==> src/common/periph_pkg.sv <==
// address map, widths and register encodings shared by the peripheral subsystem RTL
`default_nettype none

package periph_pkg;

   //*********************************************************************
   // bus and field widths
   //*********************************************************************

   // byte address from the outside bus
   localparam int WB_ADDR_W = 8;
   localparam int DATA_W    = 32;
   // register index taken from address bits 4..2
   localparam int REG_IDX_W = 3;

   localparam int LED_W    = 16;
   localparam int SWITCH_W = 16;
   localparam int BUTTON_W = 5;

   // kept short so the debouncer settles quickly in simulation
   localparam int DEBOUNCE_TICK_CYCLES = 8;

   //*********************************************************************
   // address map and register indices
   //*********************************************************************

   // selected by address bits 7..6, both upper codes are unmapped
   typedef enum logic [1:0] {
      REGION_GPIO     = 2'd0,
      REGION_TIMER    = 2'd1,
      REGION_UNMAPPED = 2'd2
   } periph_region_e;

   typedef enum logic [REG_IDX_W-1:0] {
      GPIO_LED      = 3'd0,
      GPIO_SWITCH   = 3'd1,
      GPIO_BUTTON   = 3'd2,
      GPIO_BTN_EDGE = 3'd3
   } gpio_reg_e;

   // ctrl bit 0 is count enable, bit 1 is interrupt enable
   typedef enum logic [REG_IDX_W-1:0] {
      TMR_CTRL    = 3'd0,
      TMR_COUNT   = 3'd1,
      TMR_COMPARE = 3'd2,
      TMR_STATUS  = 3'd3
   } timer_reg_e;

   typedef enum logic {
      BUS_IDLE = 1'b0,
      BUS_ACK  = 1'b1
   } bus_state_e;

endpackage

`default_nettype wire

==> src/common/periph_bus_if.sv <==
// register access channel from the bus decoder to one peripheral, one instance per region
`default_nettype none

interface periph_bus_if;

   // single cycle strobe for the addressed register
   logic                               stb;
   logic                               we;
   logic [periph_pkg::REG_IDX_W-1:0]   reg_idx;
   logic [periph_pkg::DATA_W-1:0]      wdat;
   // combinational readback of reg_idx
   logic [periph_pkg::DATA_W-1:0]      rdat;

   modport decoder (
      output stb,
      output we,
      output reg_idx,
      output wdat,
      input  rdat
   );

   modport peripheral (
      input  stb,
      input  we,
      input  reg_idx,
      input  wdat,
      output rdat
   );

endinterface

`default_nettype wire

==> src/gpio/input_debounce.sv <==
// sampled debouncer for the switch and button pins, used inside the GPIO register block
`default_nettype none

module input_debounce (
   input  wire  clk,
   input  wire  i_reset,
   input  wire  [periph_pkg::SWITCH_W+periph_pkg::BUTTON_W-1:0] i_raw,
   output logic [periph_pkg::SWITCH_W+periph_pkg::BUTTON_W-1:0] o_stable
);

   logic [periph_pkg::SWITCH_W+periph_pkg::BUTTON_W-1:0] sync1_q;
   logic [periph_pkg::SWITCH_W+periph_pkg::BUTTON_W-1:0] sync2_q;
   logic [periph_pkg::SWITCH_W+periph_pkg::BUTTON_W-1:0] sample_q;
   logic [periph_pkg::SWITCH_W+periph_pkg::BUTTON_W-1:0] agree;
   logic [$clog2(periph_pkg::DEBOUNCE_TICK_CYCLES)-1:0]  tick_cnt_q;
   logic                                                 tick;

   // two flop synchronizer for the asynchronous pins
   always_ff @(posedge clk) begin
      if (i_reset) begin
         sync1_q <= '0;
         sync2_q <= '0;
      end else begin
         sync1_q <= i_raw;
         sync2_q <= sync1_q;
      end
   end

   // sample tick every DEBOUNCE_TICK_CYCLES clocks
   assign tick = (tick_cnt_q ==
      ($clog2(periph_pkg::DEBOUNCE_TICK_CYCLES))'(periph_pkg::DEBOUNCE_TICK_CYCLES - 1));

   always_ff @(posedge clk) begin
      if (i_reset || tick) begin
         tick_cnt_q <= '0;
      end else begin
         tick_cnt_q <= tick_cnt_q + 1'b1;
      end
   end

   // bits where the new sample matches the previous one
   assign agree = ~(sync2_q ^ sample_q);

   always_ff @(posedge clk) begin
      if (i_reset) begin
         sample_q <= '0;
         o_stable <= '0;
      end else if (tick) begin
         sample_q <= sync2_q;
         o_stable <= (o_stable & ~agree) | (sync2_q & agree);
      end
   end

endmodule

`default_nettype wire

==> src/gpio/gpio_regs.sv <==
// GPIO register block with the LED register, debounced inputs and sticky button edge flags
`default_nettype none

module gpio_regs (
   input  wire                                 clk,
   input  wire                                 i_reset,
   input  wire  [periph_pkg::SWITCH_W-1:0]     i_switches,
   input  wire  [periph_pkg::BUTTON_W-1:0]     i_buttons,
   output logic [periph_pkg::LED_W-1:0]        o_led,
   periph_bus_if.peripheral                    bus
);

   logic [periph_pkg::SWITCH_W+periph_pkg::BUTTON_W-1:0] stable;
   logic [periph_pkg::SWITCH_W-1:0]                      switch_db;
   logic [periph_pkg::BUTTON_W-1:0]                      button_db;
   logic [periph_pkg::BUTTON_W-1:0]                      button_prev_q;
   logic [periph_pkg::BUTTON_W-1:0]                      btn_edge_q;
   logic [periph_pkg::BUTTON_W-1:0]                      btn_rise;
   logic [periph_pkg::BUTTON_W-1:0]                      btn_clear;
   logic                                                 wr;

   //*********************************************************************
   // input conditioning
   //*********************************************************************

   // buttons in the upper bits, switches in the lower
   input_debounce u_debounce (
      .clk      (clk),
      .i_reset  (i_reset),
      .i_raw    ({i_buttons, i_switches}),
      .o_stable (stable)
   );

   assign switch_db = stable[periph_pkg::SWITCH_W-1:0];
   assign button_db = stable[periph_pkg::SWITCH_W +: periph_pkg::BUTTON_W];

   //*********************************************************************
   // registers
   //*********************************************************************

   assign wr = bus.stb && bus.we;

   always_ff @(posedge clk) begin
      if (i_reset) begin
         o_led <= '0;
      end else if (wr && (bus.reg_idx == periph_pkg::GPIO_LED)) begin
         o_led <= bus.wdat[periph_pkg::LED_W-1:0];
      end
   end

   // press detection on the debounced buttons
   assign btn_rise  = button_db & ~button_prev_q;
   assign btn_clear = (wr && (bus.reg_idx == periph_pkg::GPIO_BTN_EDGE)) ?
                      bus.wdat[periph_pkg::BUTTON_W-1:0] : '0;

   // a new press beats a clear in the same cycle
   always_ff @(posedge clk) begin
      if (i_reset) begin
         button_prev_q <= '0;
         btn_edge_q    <= '0;
      end else begin
         button_prev_q <= button_db;
         btn_edge_q    <= (btn_edge_q & ~btn_clear) | btn_rise;
      end
   end

   //*********************************************************************
   // readback, unused upper bits are zero
   //*********************************************************************

   always_comb begin
      bus.rdat = '0;
      case (bus.reg_idx)
         periph_pkg::GPIO_LED:      bus.rdat[periph_pkg::LED_W-1:0]    = o_led;
         periph_pkg::GPIO_SWITCH:   bus.rdat[periph_pkg::SWITCH_W-1:0] = switch_db;
         periph_pkg::GPIO_BUTTON:   bus.rdat[periph_pkg::BUTTON_W-1:0] = button_db;
         periph_pkg::GPIO_BTN_EDGE: bus.rdat[periph_pkg::BUTTON_W-1:0] = btn_edge_q;
         default:                   bus.rdat = '0;
      endcase
   end

endmodule

`default_nettype wire

==> src/timer/interval_timer.sv <==
// interval timer with free running count, compare match flag and interrupt output
`default_nettype none

module interval_timer (
   input  wire              clk,
   input  wire              i_reset,
   output logic             o_irq,
   periph_bus_if.peripheral bus
);

   logic                            cnt_en_q;
   logic                            irq_en_q;
   logic [periph_pkg::DATA_W-1:0]   count_q;
   logic [periph_pkg::DATA_W-1:0]   compare_q;
   logic                            match_q;
   logic                            match;
   logic                            wr;
   logic                            status_clear;

   assign wr = bus.stb && bus.we;

   // count reaching compare while enabled
   assign match = cnt_en_q && (count_q == compare_q);

   assign status_clear = wr && (bus.reg_idx == periph_pkg::TMR_STATUS) && bus.wdat[0];

   //*********************************************************************
   // control and compare registers
   //*********************************************************************

   always_ff @(posedge clk) begin
      if (i_reset) begin
         cnt_en_q  <= 1'b0;
         irq_en_q  <= 1'b0;
         compare_q <= '0;
      end else if (wr) begin
         if (bus.reg_idx == periph_pkg::TMR_CTRL) begin
            cnt_en_q <= bus.wdat[0];
            irq_en_q <= bus.wdat[1];
         end
         if (bus.reg_idx == periph_pkg::TMR_COMPARE) begin
            compare_q <= bus.wdat;
         end
      end
   end

   //*********************************************************************
   // counter and match flag
   //*********************************************************************

   // software load of the count wins over counting
   always_ff @(posedge clk) begin
      if (i_reset) begin
         count_q <= '0;
      end else if (wr && (bus.reg_idx == periph_pkg::TMR_COUNT)) begin
         count_q <= bus.wdat;
      end else if (match) begin
         count_q <= '0;
      end else if (cnt_en_q) begin
         count_q <= count_q + 1'b1;
      end
   end

   // a match in the same cycle as a clear keeps the flag set
   always_ff @(posedge clk) begin
      if (i_reset) begin
         match_q <= 1'b0;
      end else if (match) begin
         match_q <= 1'b1;
      end else if (status_clear) begin
         match_q <= 1'b0;
      end
   end

   assign o_irq = match_q && irq_en_q;

   // readback
   always_comb begin
      bus.rdat = '0;
      case (bus.reg_idx)
         periph_pkg::TMR_CTRL:    bus.rdat[1:0] = {irq_en_q, cnt_en_q};
         periph_pkg::TMR_COUNT:   bus.rdat = count_q;
         periph_pkg::TMR_COMPARE: bus.rdat = compare_q;
         periph_pkg::TMR_STATUS:  bus.rdat[0] = match_q;
         default:                 bus.rdat = '0;
      endcase
   end

endmodule

`default_nettype wire

==> src/bus_decoder.sv <==
// bus control for the subsystem, decodes each word access to a region and returns the ack
`default_nettype none

module bus_decoder (
   input  wire                                 clk,
   input  wire                                 i_reset,
   input  wire  [periph_pkg::WB_ADDR_W-1:0]    i_wb_adr,
   input  wire  [periph_pkg::DATA_W-1:0]       i_wb_dat,
   input  wire                                 i_wb_we,
   input  wire                                 i_wb_cyc,
   input  wire                                 i_wb_stb,
   output logic [periph_pkg::DATA_W-1:0]       o_wb_dat,
   output logic                                o_wb_ack,
   periph_bus_if.decoder                       gpio_bus,
   periph_bus_if.decoder                       timer_bus
);

   periph_pkg::bus_state_e          state_q;
   periph_pkg::periph_region_e      region;
   logic                            access;
   logic [periph_pkg::DATA_W-1:0]   rdat_sel;

   // new accesses are only taken from idle
   assign access = (state_q == periph_pkg::BUS_IDLE) && i_wb_cyc && i_wb_stb;

   //*********************************************************************
   // region decode from the top two address bits
   //*********************************************************************

   always_comb begin
      case (i_wb_adr[periph_pkg::WB_ADDR_W-1 -: 2])
         2'd0:    region = periph_pkg::REGION_GPIO;
         2'd1:    region = periph_pkg::REGION_TIMER;
         default: region = periph_pkg::REGION_UNMAPPED;
      endcase
   end

   // only the addressed peripheral sees a strobe
   assign gpio_bus.stb     = access && (region == periph_pkg::REGION_GPIO);
   assign gpio_bus.we      = i_wb_we;
   assign gpio_bus.reg_idx = i_wb_adr[periph_pkg::REG_IDX_W+1:2];
   assign gpio_bus.wdat    = i_wb_dat;

   assign timer_bus.stb     = access && (region == periph_pkg::REGION_TIMER);
   assign timer_bus.we      = i_wb_we;
   assign timer_bus.reg_idx = i_wb_adr[periph_pkg::REG_IDX_W+1:2];
   assign timer_bus.wdat    = i_wb_dat;

   // unmapped reads return zero
   always_comb begin
      case (region)
         periph_pkg::REGION_GPIO:  rdat_sel = gpio_bus.rdat;
         periph_pkg::REGION_TIMER: rdat_sel = timer_bus.rdat;
         default:                  rdat_sel = '0;
      endcase
   end

   //*********************************************************************
   // access FSM, one wait cycle then a single ack cycle
   //*********************************************************************

   always_ff @(posedge clk) begin
      if (i_reset) begin
         state_q <= periph_pkg::BUS_IDLE;
      end else begin
         case (state_q)
            periph_pkg::BUS_IDLE: begin
               if (access) begin
                  state_q <= periph_pkg::BUS_ACK;
               end
            end
            default: begin
               state_q <= periph_pkg::BUS_IDLE;
            end
         endcase
      end
   end

   // read data captured on the same edge that raises ack
   always_ff @(posedge clk) begin
      if (access) begin
         o_wb_dat <= rdat_sel;
      end
   end

   assign o_wb_ack = (state_q == periph_pkg::BUS_ACK);

endmodule

`default_nettype wire

==> src/periph_subsystem.sv <==
// top level of the peripheral subsystem, connects the bus decoder to the GPIO block and timer
`default_nettype none

module periph_subsystem (
   input  wire                                 clk,
   input  wire                                 i_reset,

   // word bus from the outside master
   input  wire  [periph_pkg::WB_ADDR_W-1:0]    i_wb_adr,
   input  wire  [periph_pkg::DATA_W-1:0]       i_wb_dat,
   input  wire                                 i_wb_we,
   input  wire                                 i_wb_cyc,
   input  wire                                 i_wb_stb,
   output logic [periph_pkg::DATA_W-1:0]       o_wb_dat,
   output logic                                o_wb_ack,

   // board pins
   input  wire  [periph_pkg::SWITCH_W-1:0]     i_switches,
   input  wire  [periph_pkg::BUTTON_W-1:0]     i_buttons,
   output logic [periph_pkg::LED_W-1:0]        o_led,
   output logic                                o_timer_irq
);

   //*********************************************************************
   // per-region register channels
   //*********************************************************************

   periph_bus_if gpio_bus ();
   periph_bus_if timer_bus ();

   //*********************************************************************
   // bus control
   //*********************************************************************

   bus_decoder u_decoder (
      .clk        (clk),
      .i_reset    (i_reset),
      .i_wb_adr   (i_wb_adr),
      .i_wb_dat   (i_wb_dat),
      .i_wb_we    (i_wb_we),
      .i_wb_cyc   (i_wb_cyc),
      .i_wb_stb   (i_wb_stb),
      .o_wb_dat   (o_wb_dat),
      .o_wb_ack   (o_wb_ack),
      .gpio_bus   (gpio_bus.decoder),
      .timer_bus  (timer_bus.decoder)
   );

   //*********************************************************************
   // peripherals
   //*********************************************************************

   gpio_regs u_gpio (
      .clk        (clk),
      .i_reset    (i_reset),
      .i_switches (i_switches),
      .i_buttons  (i_buttons),
      .o_led      (o_led),
      .bus        (gpio_bus.peripheral)
   );

   interval_timer u_timer (
      .clk        (clk),
      .i_reset    (i_reset),
      .o_irq      (o_timer_irq),
      .bus        (timer_bus.peripheral)
   );

endmodule

`default_nettype wire

==> config.mk <==
export PLATFORM = sky130hd
export DESIGN_NAME = periph_subsystem
export DESIGN_NICKNAME = d
export VERILOG_FILES = /design/src/common/periph_pkg.sv /design/src/common/periph_bus_if.sv /design/src/gpio/input_debounce.sv /design/src/gpio/gpio_regs.sv /design/src/timer/interval_timer.sv /design/src/bus_decoder.sv /design/src/periph_subsystem.sv
export SDC_FILE = /design/constraint.sdc
export NUM_CORES = 1
export LEC_CHECK = 0
export BUFFER_PORTS_ARGS = -buffer_cell sky130_fd_sc_hd__buf_2
export CORE_MARGIN = 1
export CORE_UTILIZATION = 58
export DETAILED_ROUTE_END_ITERATION = 6
export PLACE_DENSITY = 0.82
export SYNTH_ARGS = -nofsm -noshare
export SYNTH_HDL_FRONTEND = slang
export SYNTH_SLANG_ARGS = --single-unit
==> constraint.sdc <==
create_clock -name clk -period 3.5 [get_ports clk]
set_input_delay 0.35 -clock clk [delete_from_list [all_inputs] [get_ports clk]]
set_output_delay 0.35 -clock clk [all_outputs]
set_load 0.05 [all_outputs]
==> reports/metrics.yaml, run 1 <==
outcome:
  status: "finished, final reports clean"
detailed_routing:
  dr.pass1.iters: 6
  ant_nets: 0
  via_per_inst: 6.119
  vias: 8053
  wl_um: 23330
  drc_errors: 0
  drt-initial-drc-count: 934
  drt-wirelength-per-cell_um: 17.73
worst_hold_path:
  hp-class: "in2reg"
  hold_start: "i_buttons[0]"
  holdPathStages: 2
  holdPathEnd: "u_gpio.u_debounce.sync1_q[16]"
timing:
  skew_ns: 0.01243
  hold_violations: 0
  tightest_slew_ns: 1.189
  max-slew-margin-rel: 0.2066
  whs_ns: 0.05494
  fmax_mhz: 403.9
  layout_setup_ws_ns: 1.024
  min_period_ns: 2.476
  finalMaxSlewViolations: 0
  finalSetupViolCount: 0
  tns_ns: 0
  rsz0062_at_grt: "false"
  fin_crit_sh: 0.7074
logic_synthesis:
  yosysMostFrequentCell: "dfxtp_1"
  synth.distinct_cells: 50
  syn_area_sq_mm: 0.009065
  ys_warn_count: 0
  synth_top_area_frac: 0.3997
  synth-seq-area-share: 0.5057
  ys_top_cells_by_area: "dfxtp_1 40%, edfxtp_1 11%, a21oi_1 6.8%"
  ys_async_sr_fraction: 0
  syn_inst: 1031
  synth-edff-count: 32
  ys_ff_latch: 213
  synth_flop_cell: "dfxtp_1"
  synthDominantAreaCellType: "dfxtp_1"
  yosys-top-cells-count: "181 x dfxtp_1, 130 x nand2_1, 123 x a21oi_1"
  synth_area_per_cell_sq_um: 8.792
  synth_nets: 1100
critical_path:
  setup.worst_path.start_class: "flip-flop"
  crit_arrival_ns: 2.91
  rr_endpoint: "u_timer.count_q[22]"
  r2r_start: "u_timer.count_q[0]"
  critPathRequiredTime_ns: 3.93
  worstPathMaxFanout: 7
  critical_path_class: "reg2reg"
  endpoint_kind: "flip-flop"
  rrSetupSlack_ns: 1.02
  worstRegToRegCells: 7
place:
  dp.cells: 1276
  routabilityCongestion: 0.9446
  port_buffers: 112
  hpwl_um: 15860
  post-place-ws_ns: 1.165
final_layout:
  syn_to_final_growth_pct: 15.40
  antenna_cells: 0
  drive_gt1_frac: 0.1631
  nets: 1181
  stdcell_count: 1316
  fillers: 1204
floorplanning:
  dieArea_sq_mm: 0.01613
  coreArea_sq_mm: 0.01520
  ios: 116
  row_count: 45
  fp.dieH_um: 127.0
  die_x_um: 127.0
  initial_utilization: 0.5963
clock_tree:
  htree_levels: 1
  post_cts_buffers: 0
  root_buffer: "clkbuf_16"
  cts_hold_buf: 0
  insertion_delay_ns: 0.51
  cts_sinks: 213
  cts_tree: "yes"
  cts_buffers: 22
  cts_resized: 0
  cts_max_path_buffers: 3
  clk_pin_slew_worst_paths_ns: 0.07
global_route:
  antenna_found_initial: 0
  grt_pass1_wl_um: 37450
  track_usage: 0.2898
  grt_max_degree: 62
  grt-ovfl-total: 0
  grt_pass1_vias: 7299
power:
  power_mw: 5.111
  vdd_drop_max_mv: 0.3483
  p_per_area_mw_per_mm2: 488.5
  power.leakage_nw: 3.753
job:
  cap_viol_max_count: 0
-- worst max-delay path: stages (launching register included) --
cell     delay (ns)
dfxtp_1        0.48
ha_1           0.27
nand3_1        0.19
nor4_1         0.78
nand4_1        0.21
xnor2_1        0.20
nand3_1        0.10
a21oi_1        0.17
-- layout by cell type, fill, tap and decap left out, drive strengths merged, types with 9 or more instances in the layout --
| cell | count |
|---|---|
| nand3 | 44 |
| a22oi | 42 |
| a21oi | 123 |
| nor2b | 52 |
| edfxtp | 32 |
| nor2 | 59 |
| nor3 | 14 |
| a31oi | 14 |
| o21ai | 60 |
| and2 | 26 |
| xnor2 | 45 |
| buf | 135 |
| o22ai | 15 |
| clkbuf | 29 |
| inv | 11 |
| xor2 | 10 |
| dfxtp | 181 |
| nand4 | 26 |
| nor4 | 13 |
| clkinv | 9 |
| nand2 | 130 |
-- state kept, by name (all words and copies together) (netlist names), named ones only --
signal                        count
u_decoder.o_wb_dat               32
u_timer.compare_q                32
u_timer.count_q                  32
u_gpio.u_debounce.sample_q       21
u_gpio.u_debounce.sync1_q        21
u_gpio.u_debounce.sync2_q        21
u_gpio.o_led                     16
u_gpio.btn_edge_q                 5
u_gpio.button_prev_q              5
u_gpio.u_debounce.tick_cnt_q      3
u_decoder.o_wb_ack                1
u_timer.cnt_en_q                  1
u_timer.irq_en_q                  1
u_timer.match_q                   1
-- cells by family (layout without fill, tap and decap cells) --
kind of cell	Yosys count	in the layout	synth area share
xor+xnor	55	55	0.05314
flops	213	213	0.5057
simple gates	395	395	0.2204
fa+ha+maj	3	3	0.004141
mux	4	4	0.004417
compound gates	272	272	0.1727
buf+inv	89	186	0.03948
-- cell type report --
| cell class | count | area [sq um] | share of cell area |
|---|---|---|---|
| multi-input cells | 729 | 4145 | 0.3962 |
| clock inverters | 11 | 80.08 | 0.007655 |
| inverters | 11 | 41.29 | 0.003947 |
| clock buffers | 29 | 639.4 | 0.06112 |
| flip-flops and latches | 213 | 4584 | 0.4382 |
| well taps | 188 | 235.2 | 0.02249 |
| repair buffers | 135 | 735.7 | 0.07033 |
-- metrics by stage --
stage / util / cell area, sq um
after global placement: 0.6408 / 9742
final: 0.6881 / 10460
after detailed placement: 0.6408 / 9742
after floorplan: - / 9065
after CTS: 0.6881 / 10460
after global routing: 0.6881 / 10460
-- layer usage --
layer	global-route usage	vias up	part of all wire
met5	0	-	0
met4	0.09944	0	0.025
met3	0.04606	43	0.077
met2	0.4635	371	0.47
met1	0.4015	3843	0.43
li1	-	3796	-
-- worst max path at each step --
stage,startpoint,endpoint,slack [ns],cells after the start
6_report,u_timer.count_q[0],u_timer.count_q[22],1.02,7
4_1_cts,u_timer.count_q[0],u_timer.count_q[22],1.11,7
3_5_place_dp,u_timer.count_q[1],u_timer.count_q[30],1.16,7
5_1_grt,u_timer.count_q[0],u_timer.count_q[22],0.88,7
3_3_place_gp,u_timer.count_q[1],u_timer.count_q[30],1.18,7
2_1_floorplan,u_decoder.o_wb_ack,u_gpio.o_led[10],0.53,9
-- power breakdown --
part           internal, mW  leakage (nW)  switching, mW
clock                  1.36         0.358          0.941
sequential             2.52          1.77         0.0200
combinational        0.0814          1.62          0.187
total                  3.96          3.75           1.15
Power figures use the tool's default switching activity.
==> run 2, diff against run 1 <==
Clock period 3.5 ns to 2.3 ns, I/O delays scaled along.
==> reports/metrics.yaml, run 2 (synthesis gave the netlist of run 1 again) <==
outcome:
  status: "finished, violations left"  # was finished, final reports clean
  failed_checks: "negative hold slack"
detailed_routing:
  wl_um: 23980  # was 23330 um
  vias: 8291  # was 8053
  ant_nets: 0  # unchanged
  drc_errors: 0  # unchanged
  dr.pass1.iters: 5  # was 6
  via_per_inst: 6.017  # was 6.119
  drt-initial-drc-count: 666  # was 934
  drt-wirelength-per-cell_um: 17.40  # was 17.73 um
global_route:
  antenna_found_initial: 0  # unchanged
  grt_pass1_vias: 7816  # was 7299
  grt-ovfl-total: 0  # unchanged
  track_usage: 0.2999  # was 0.2898
  grt_pass1_wl_um: 39040  # was 37450 um
  grt_max_degree: 110  # was 62
timing:
  max-slew-margin-rel: 0.4400  # was 0.2066
  fmax_mhz: 458.4  # was 403.9 MHz
  whs_ns: -0.006068  # was 0.05494 ns
  skew_ns: 0.01120  # was 0.01243 ns
  fin_crit_sh: 0.9485  # was 0.7074
  tightest_slew_ns: 0.8370  # was 1.189 ns
  finalSetupViolCount: 0  # unchanged
  tns_ns: 0  # unchanged
  hold_violations: 1  # was 0
  layout_setup_ws_ns: 0.1183  # was 1.024 ns
  finalMaxSlewViolations: 0  # unchanged
  min_period_ns: 2.182  # was 2.476 ns
  rsz0062_at_grt: "false"  # unchanged
place:
  routabilityCongestion: 0.9269  # was 0.9446
  hpwl_um: 15890  # was 15860 um
  post-place-ws_ns: 0.1103  # was 1.165 ns
  port_buffers: 112  # unchanged
critical_path:
  path_cells: "xnor2_1, nand4_1, or4_1, nor4_2, a2111oi_0, or2_2"  # was ha_1, nand3_1, nor4_1, nand4_1, xnor2_1, nand3_1, a21oi_1
  rrSetupSlack_ns: 0.12  # was 1.02 ns
  r2r_start: "u_timer.count_q[5]"  # was u_timer.count_q[0]
  setup.worst_path.start_class: "flip-flop"  # unchanged
  crit_path_end: "u_timer.count_q[9]"  # was u_timer.count_q[22]
  worstPathMaxFanout: 5  # was 7
  cp-startpoint: "u_timer.count_q[5]"  # was u_timer.count_q[0]
  worstRegToRegCells: 6  # was 7
  critPathRequiredTime_ns: 2.69  # was 3.93 ns
  crit_arrival_ns: 2.57  # was 2.91 ns
  cpPeakStageDelay_ns: 0.56  # was 0.78 ns
  critical_path_class: "reg2reg"  # unchanged
  cp_slowest_cell: "or4_1"  # was nor4_1
  rr_endpoint: "u_timer.count_q[9]"  # was u_timer.count_q[22]
  endpoint_kind: "flip-flop"  # unchanged
final_layout:
  nets: 1243  # was 1181
  drive_gt1_frac: 0.1832  # was 0.1631
  reg_top3: "u_decoder.o_wb_dat: 32 flops, u_timer.compare_q: 32 flops, u_timer.count_q: 32 flops"  # unchanged
  syn_to_final_growth_pct: 23.37  # was 15.40%
  post-route-util: 0.7356  # was 0.6881
  antenna_cells: 0  # unchanged
  layout_commonest_cell: "dfxtp_1"  # unchanged
  final_cell_mix: "179 x dfxtp_1, 130 x nand2_1, 123 x a21oi_1, 111 x buf_2, 59 x o21ai_0"  # was 181 x dfxtp_1, 130 x nand2_1, 123 x a21oi_1, 111 x buf_2, 59 x o21ai_0
floorplanning:
  coreArea_sq_mm: 0.01520  # unchanged
  row_count: 45  # unchanged
  ios: 116  # unchanged
  die_x_um: 127.0  # unchanged
  initial_utilization: 0.5963  # unchanged
  dieArea_sq_mm: 0.01613  # unchanged
  fp.dieH_um: 127.0  # unchanged
power:
  power.internal_mw: 6.378  # was 3.963 mW
  p_per_area_mw_per_mm2: 726.7  # was 488.5 mW/mm^2
  comb_power_share: 0.058  # was 0.052
  clkPwrFrac: 0.466  # was 0.450
  vdd_drop_max_mv: 0.5437  # was 0.3483 mV
  power.leakage_nw: 4.096  # was 3.753 nW
  switching_power_mw: 1.749  # was 1.148 mW
  p_seq_frac: 0.476  # was 0.498
  swShare: 0.2152  # was 0.2245
clock_tree:
  cts_tree: "yes"  # unchanged
  cts_sinks: 213  # unchanged
  clk_pin_slew_worst_paths_ns: 0.07  # about the same
  insertion_delay_ns: 0.50  # was 0.51 ns
  cts_buffers: 22  # unchanged
  root_buffer: "clkbuf_16"  # unchanged
  htree_levels: 1  # unchanged
  cts_max_path_buffers: 3  # unchanged
worst_hold_path:
  hp-class: "in2reg"  # unchanged
job:
  cap_viol_max_count: 0  # unchanged
## run 2: changes by cell type in the layout (fill, tap and decap cells not counted), moves of 2 or more
cell / before / now
dfxtp_1: 181 / 179
dlygate4sd3_1: 0 / 36
dfxtp_2: 0 / 2
clkbuf_8: 2 / 4
buf_12: 0 / 5
buf_4: 24 / 45
xnor2_1: 45 / 42
bufinv_16: 1 / 3
xnor2_2: 0 / 3
clkinv_1: 2 / 0
clkinv_2: 7 / 4
## run 2: critical path, delay by kind of cell, from the launching register on
family           cells  cell delay, ns
AND/OR/NAND/NOR      4            1.34
flip-flops           1            0.43
XOR/XNOR             1            0.21
AO/OA/AOI/OAI        1            0.10
## run 2: routing by layer
layer,routed length [um],share of wire,GRT usage
met1,10170,0.42,0.3980
met4,625,0.026,0.1043
met2,11430,0.48,0.5016
met5,0,0,0
met3,1761,0.073,0.04481
## run 2: power groups by stage
stage / clock network [mW] / registers, mW / logic (mW)
3_3_place_gp: 0 / 3.95 / 0.415
5_1_grt: 3.99 / 3.87 / 0.505
3_5_place_dp: 0 / 3.95 / 0.418
6_report: 3.79 / 3.87 / 0.472
2_1_floorplan: 0 / 4.01 / 0.178
4_1_cts: 3.82 / 3.87 / 0.465
## run 2: worst min-delay path by stage
stage,startpoint,to,depth (start not counted)
after global placement,u_gpio.u_debounce.tick_cnt_q[0],u_gpio.u_debounce.tick_cnt_q[0],1
after floorplan,i_switches[0],u_gpio.u_debounce.sync1_q[0],1
final,i_switches[15],u_gpio.u_debounce.sync1_q[15],2
after CTS,i_wb_dat[29],u_timer.compare_q[29],3
after global routing,i_wb_dat[29],u_timer.compare_q[29],3
after detailed placement,u_gpio.u_debounce.sync1_q[4],u_gpio.u_debounce.sync2_q[4],1
## run 2: layout make-up
type / instances / area (sq um)
Fill cell: 1121 / 4019
Multi-Input combinational cell: 729 / 4178
Sequential cell: 213 / 4587
Clock inverter: 8 / 117.6
Timing Repair Buffer: 197 / 1354
Inverter: 11 / 41.29
Tap cell: 188 / 235.2
Clock buffer: 32 / 670.6
## run 2: repair_timing
action / CTS / global route
buffers inserted: 0 / 2
setup endpoints to repair: 0 / 6
hold buffers: 36 / 0
gates resized for setup: 0 / 7
hold endpoints to repair: 38 / 0
## run 2: stage by stage
step / std cells / total power [mW] / instance area, sq um
2_1_floorplan: 1031 / 4.191 / 9069
3_3_place_gp: 1300 / 4.360 / 9985
3_5_place_dp: 1300 / 4.364 / 9985
4_1_cts: 1376 / 8.149 / 11130
5_1_grt: 1378 / 8.365 / 11180
6_report: 1378 / 8.127 / 11180
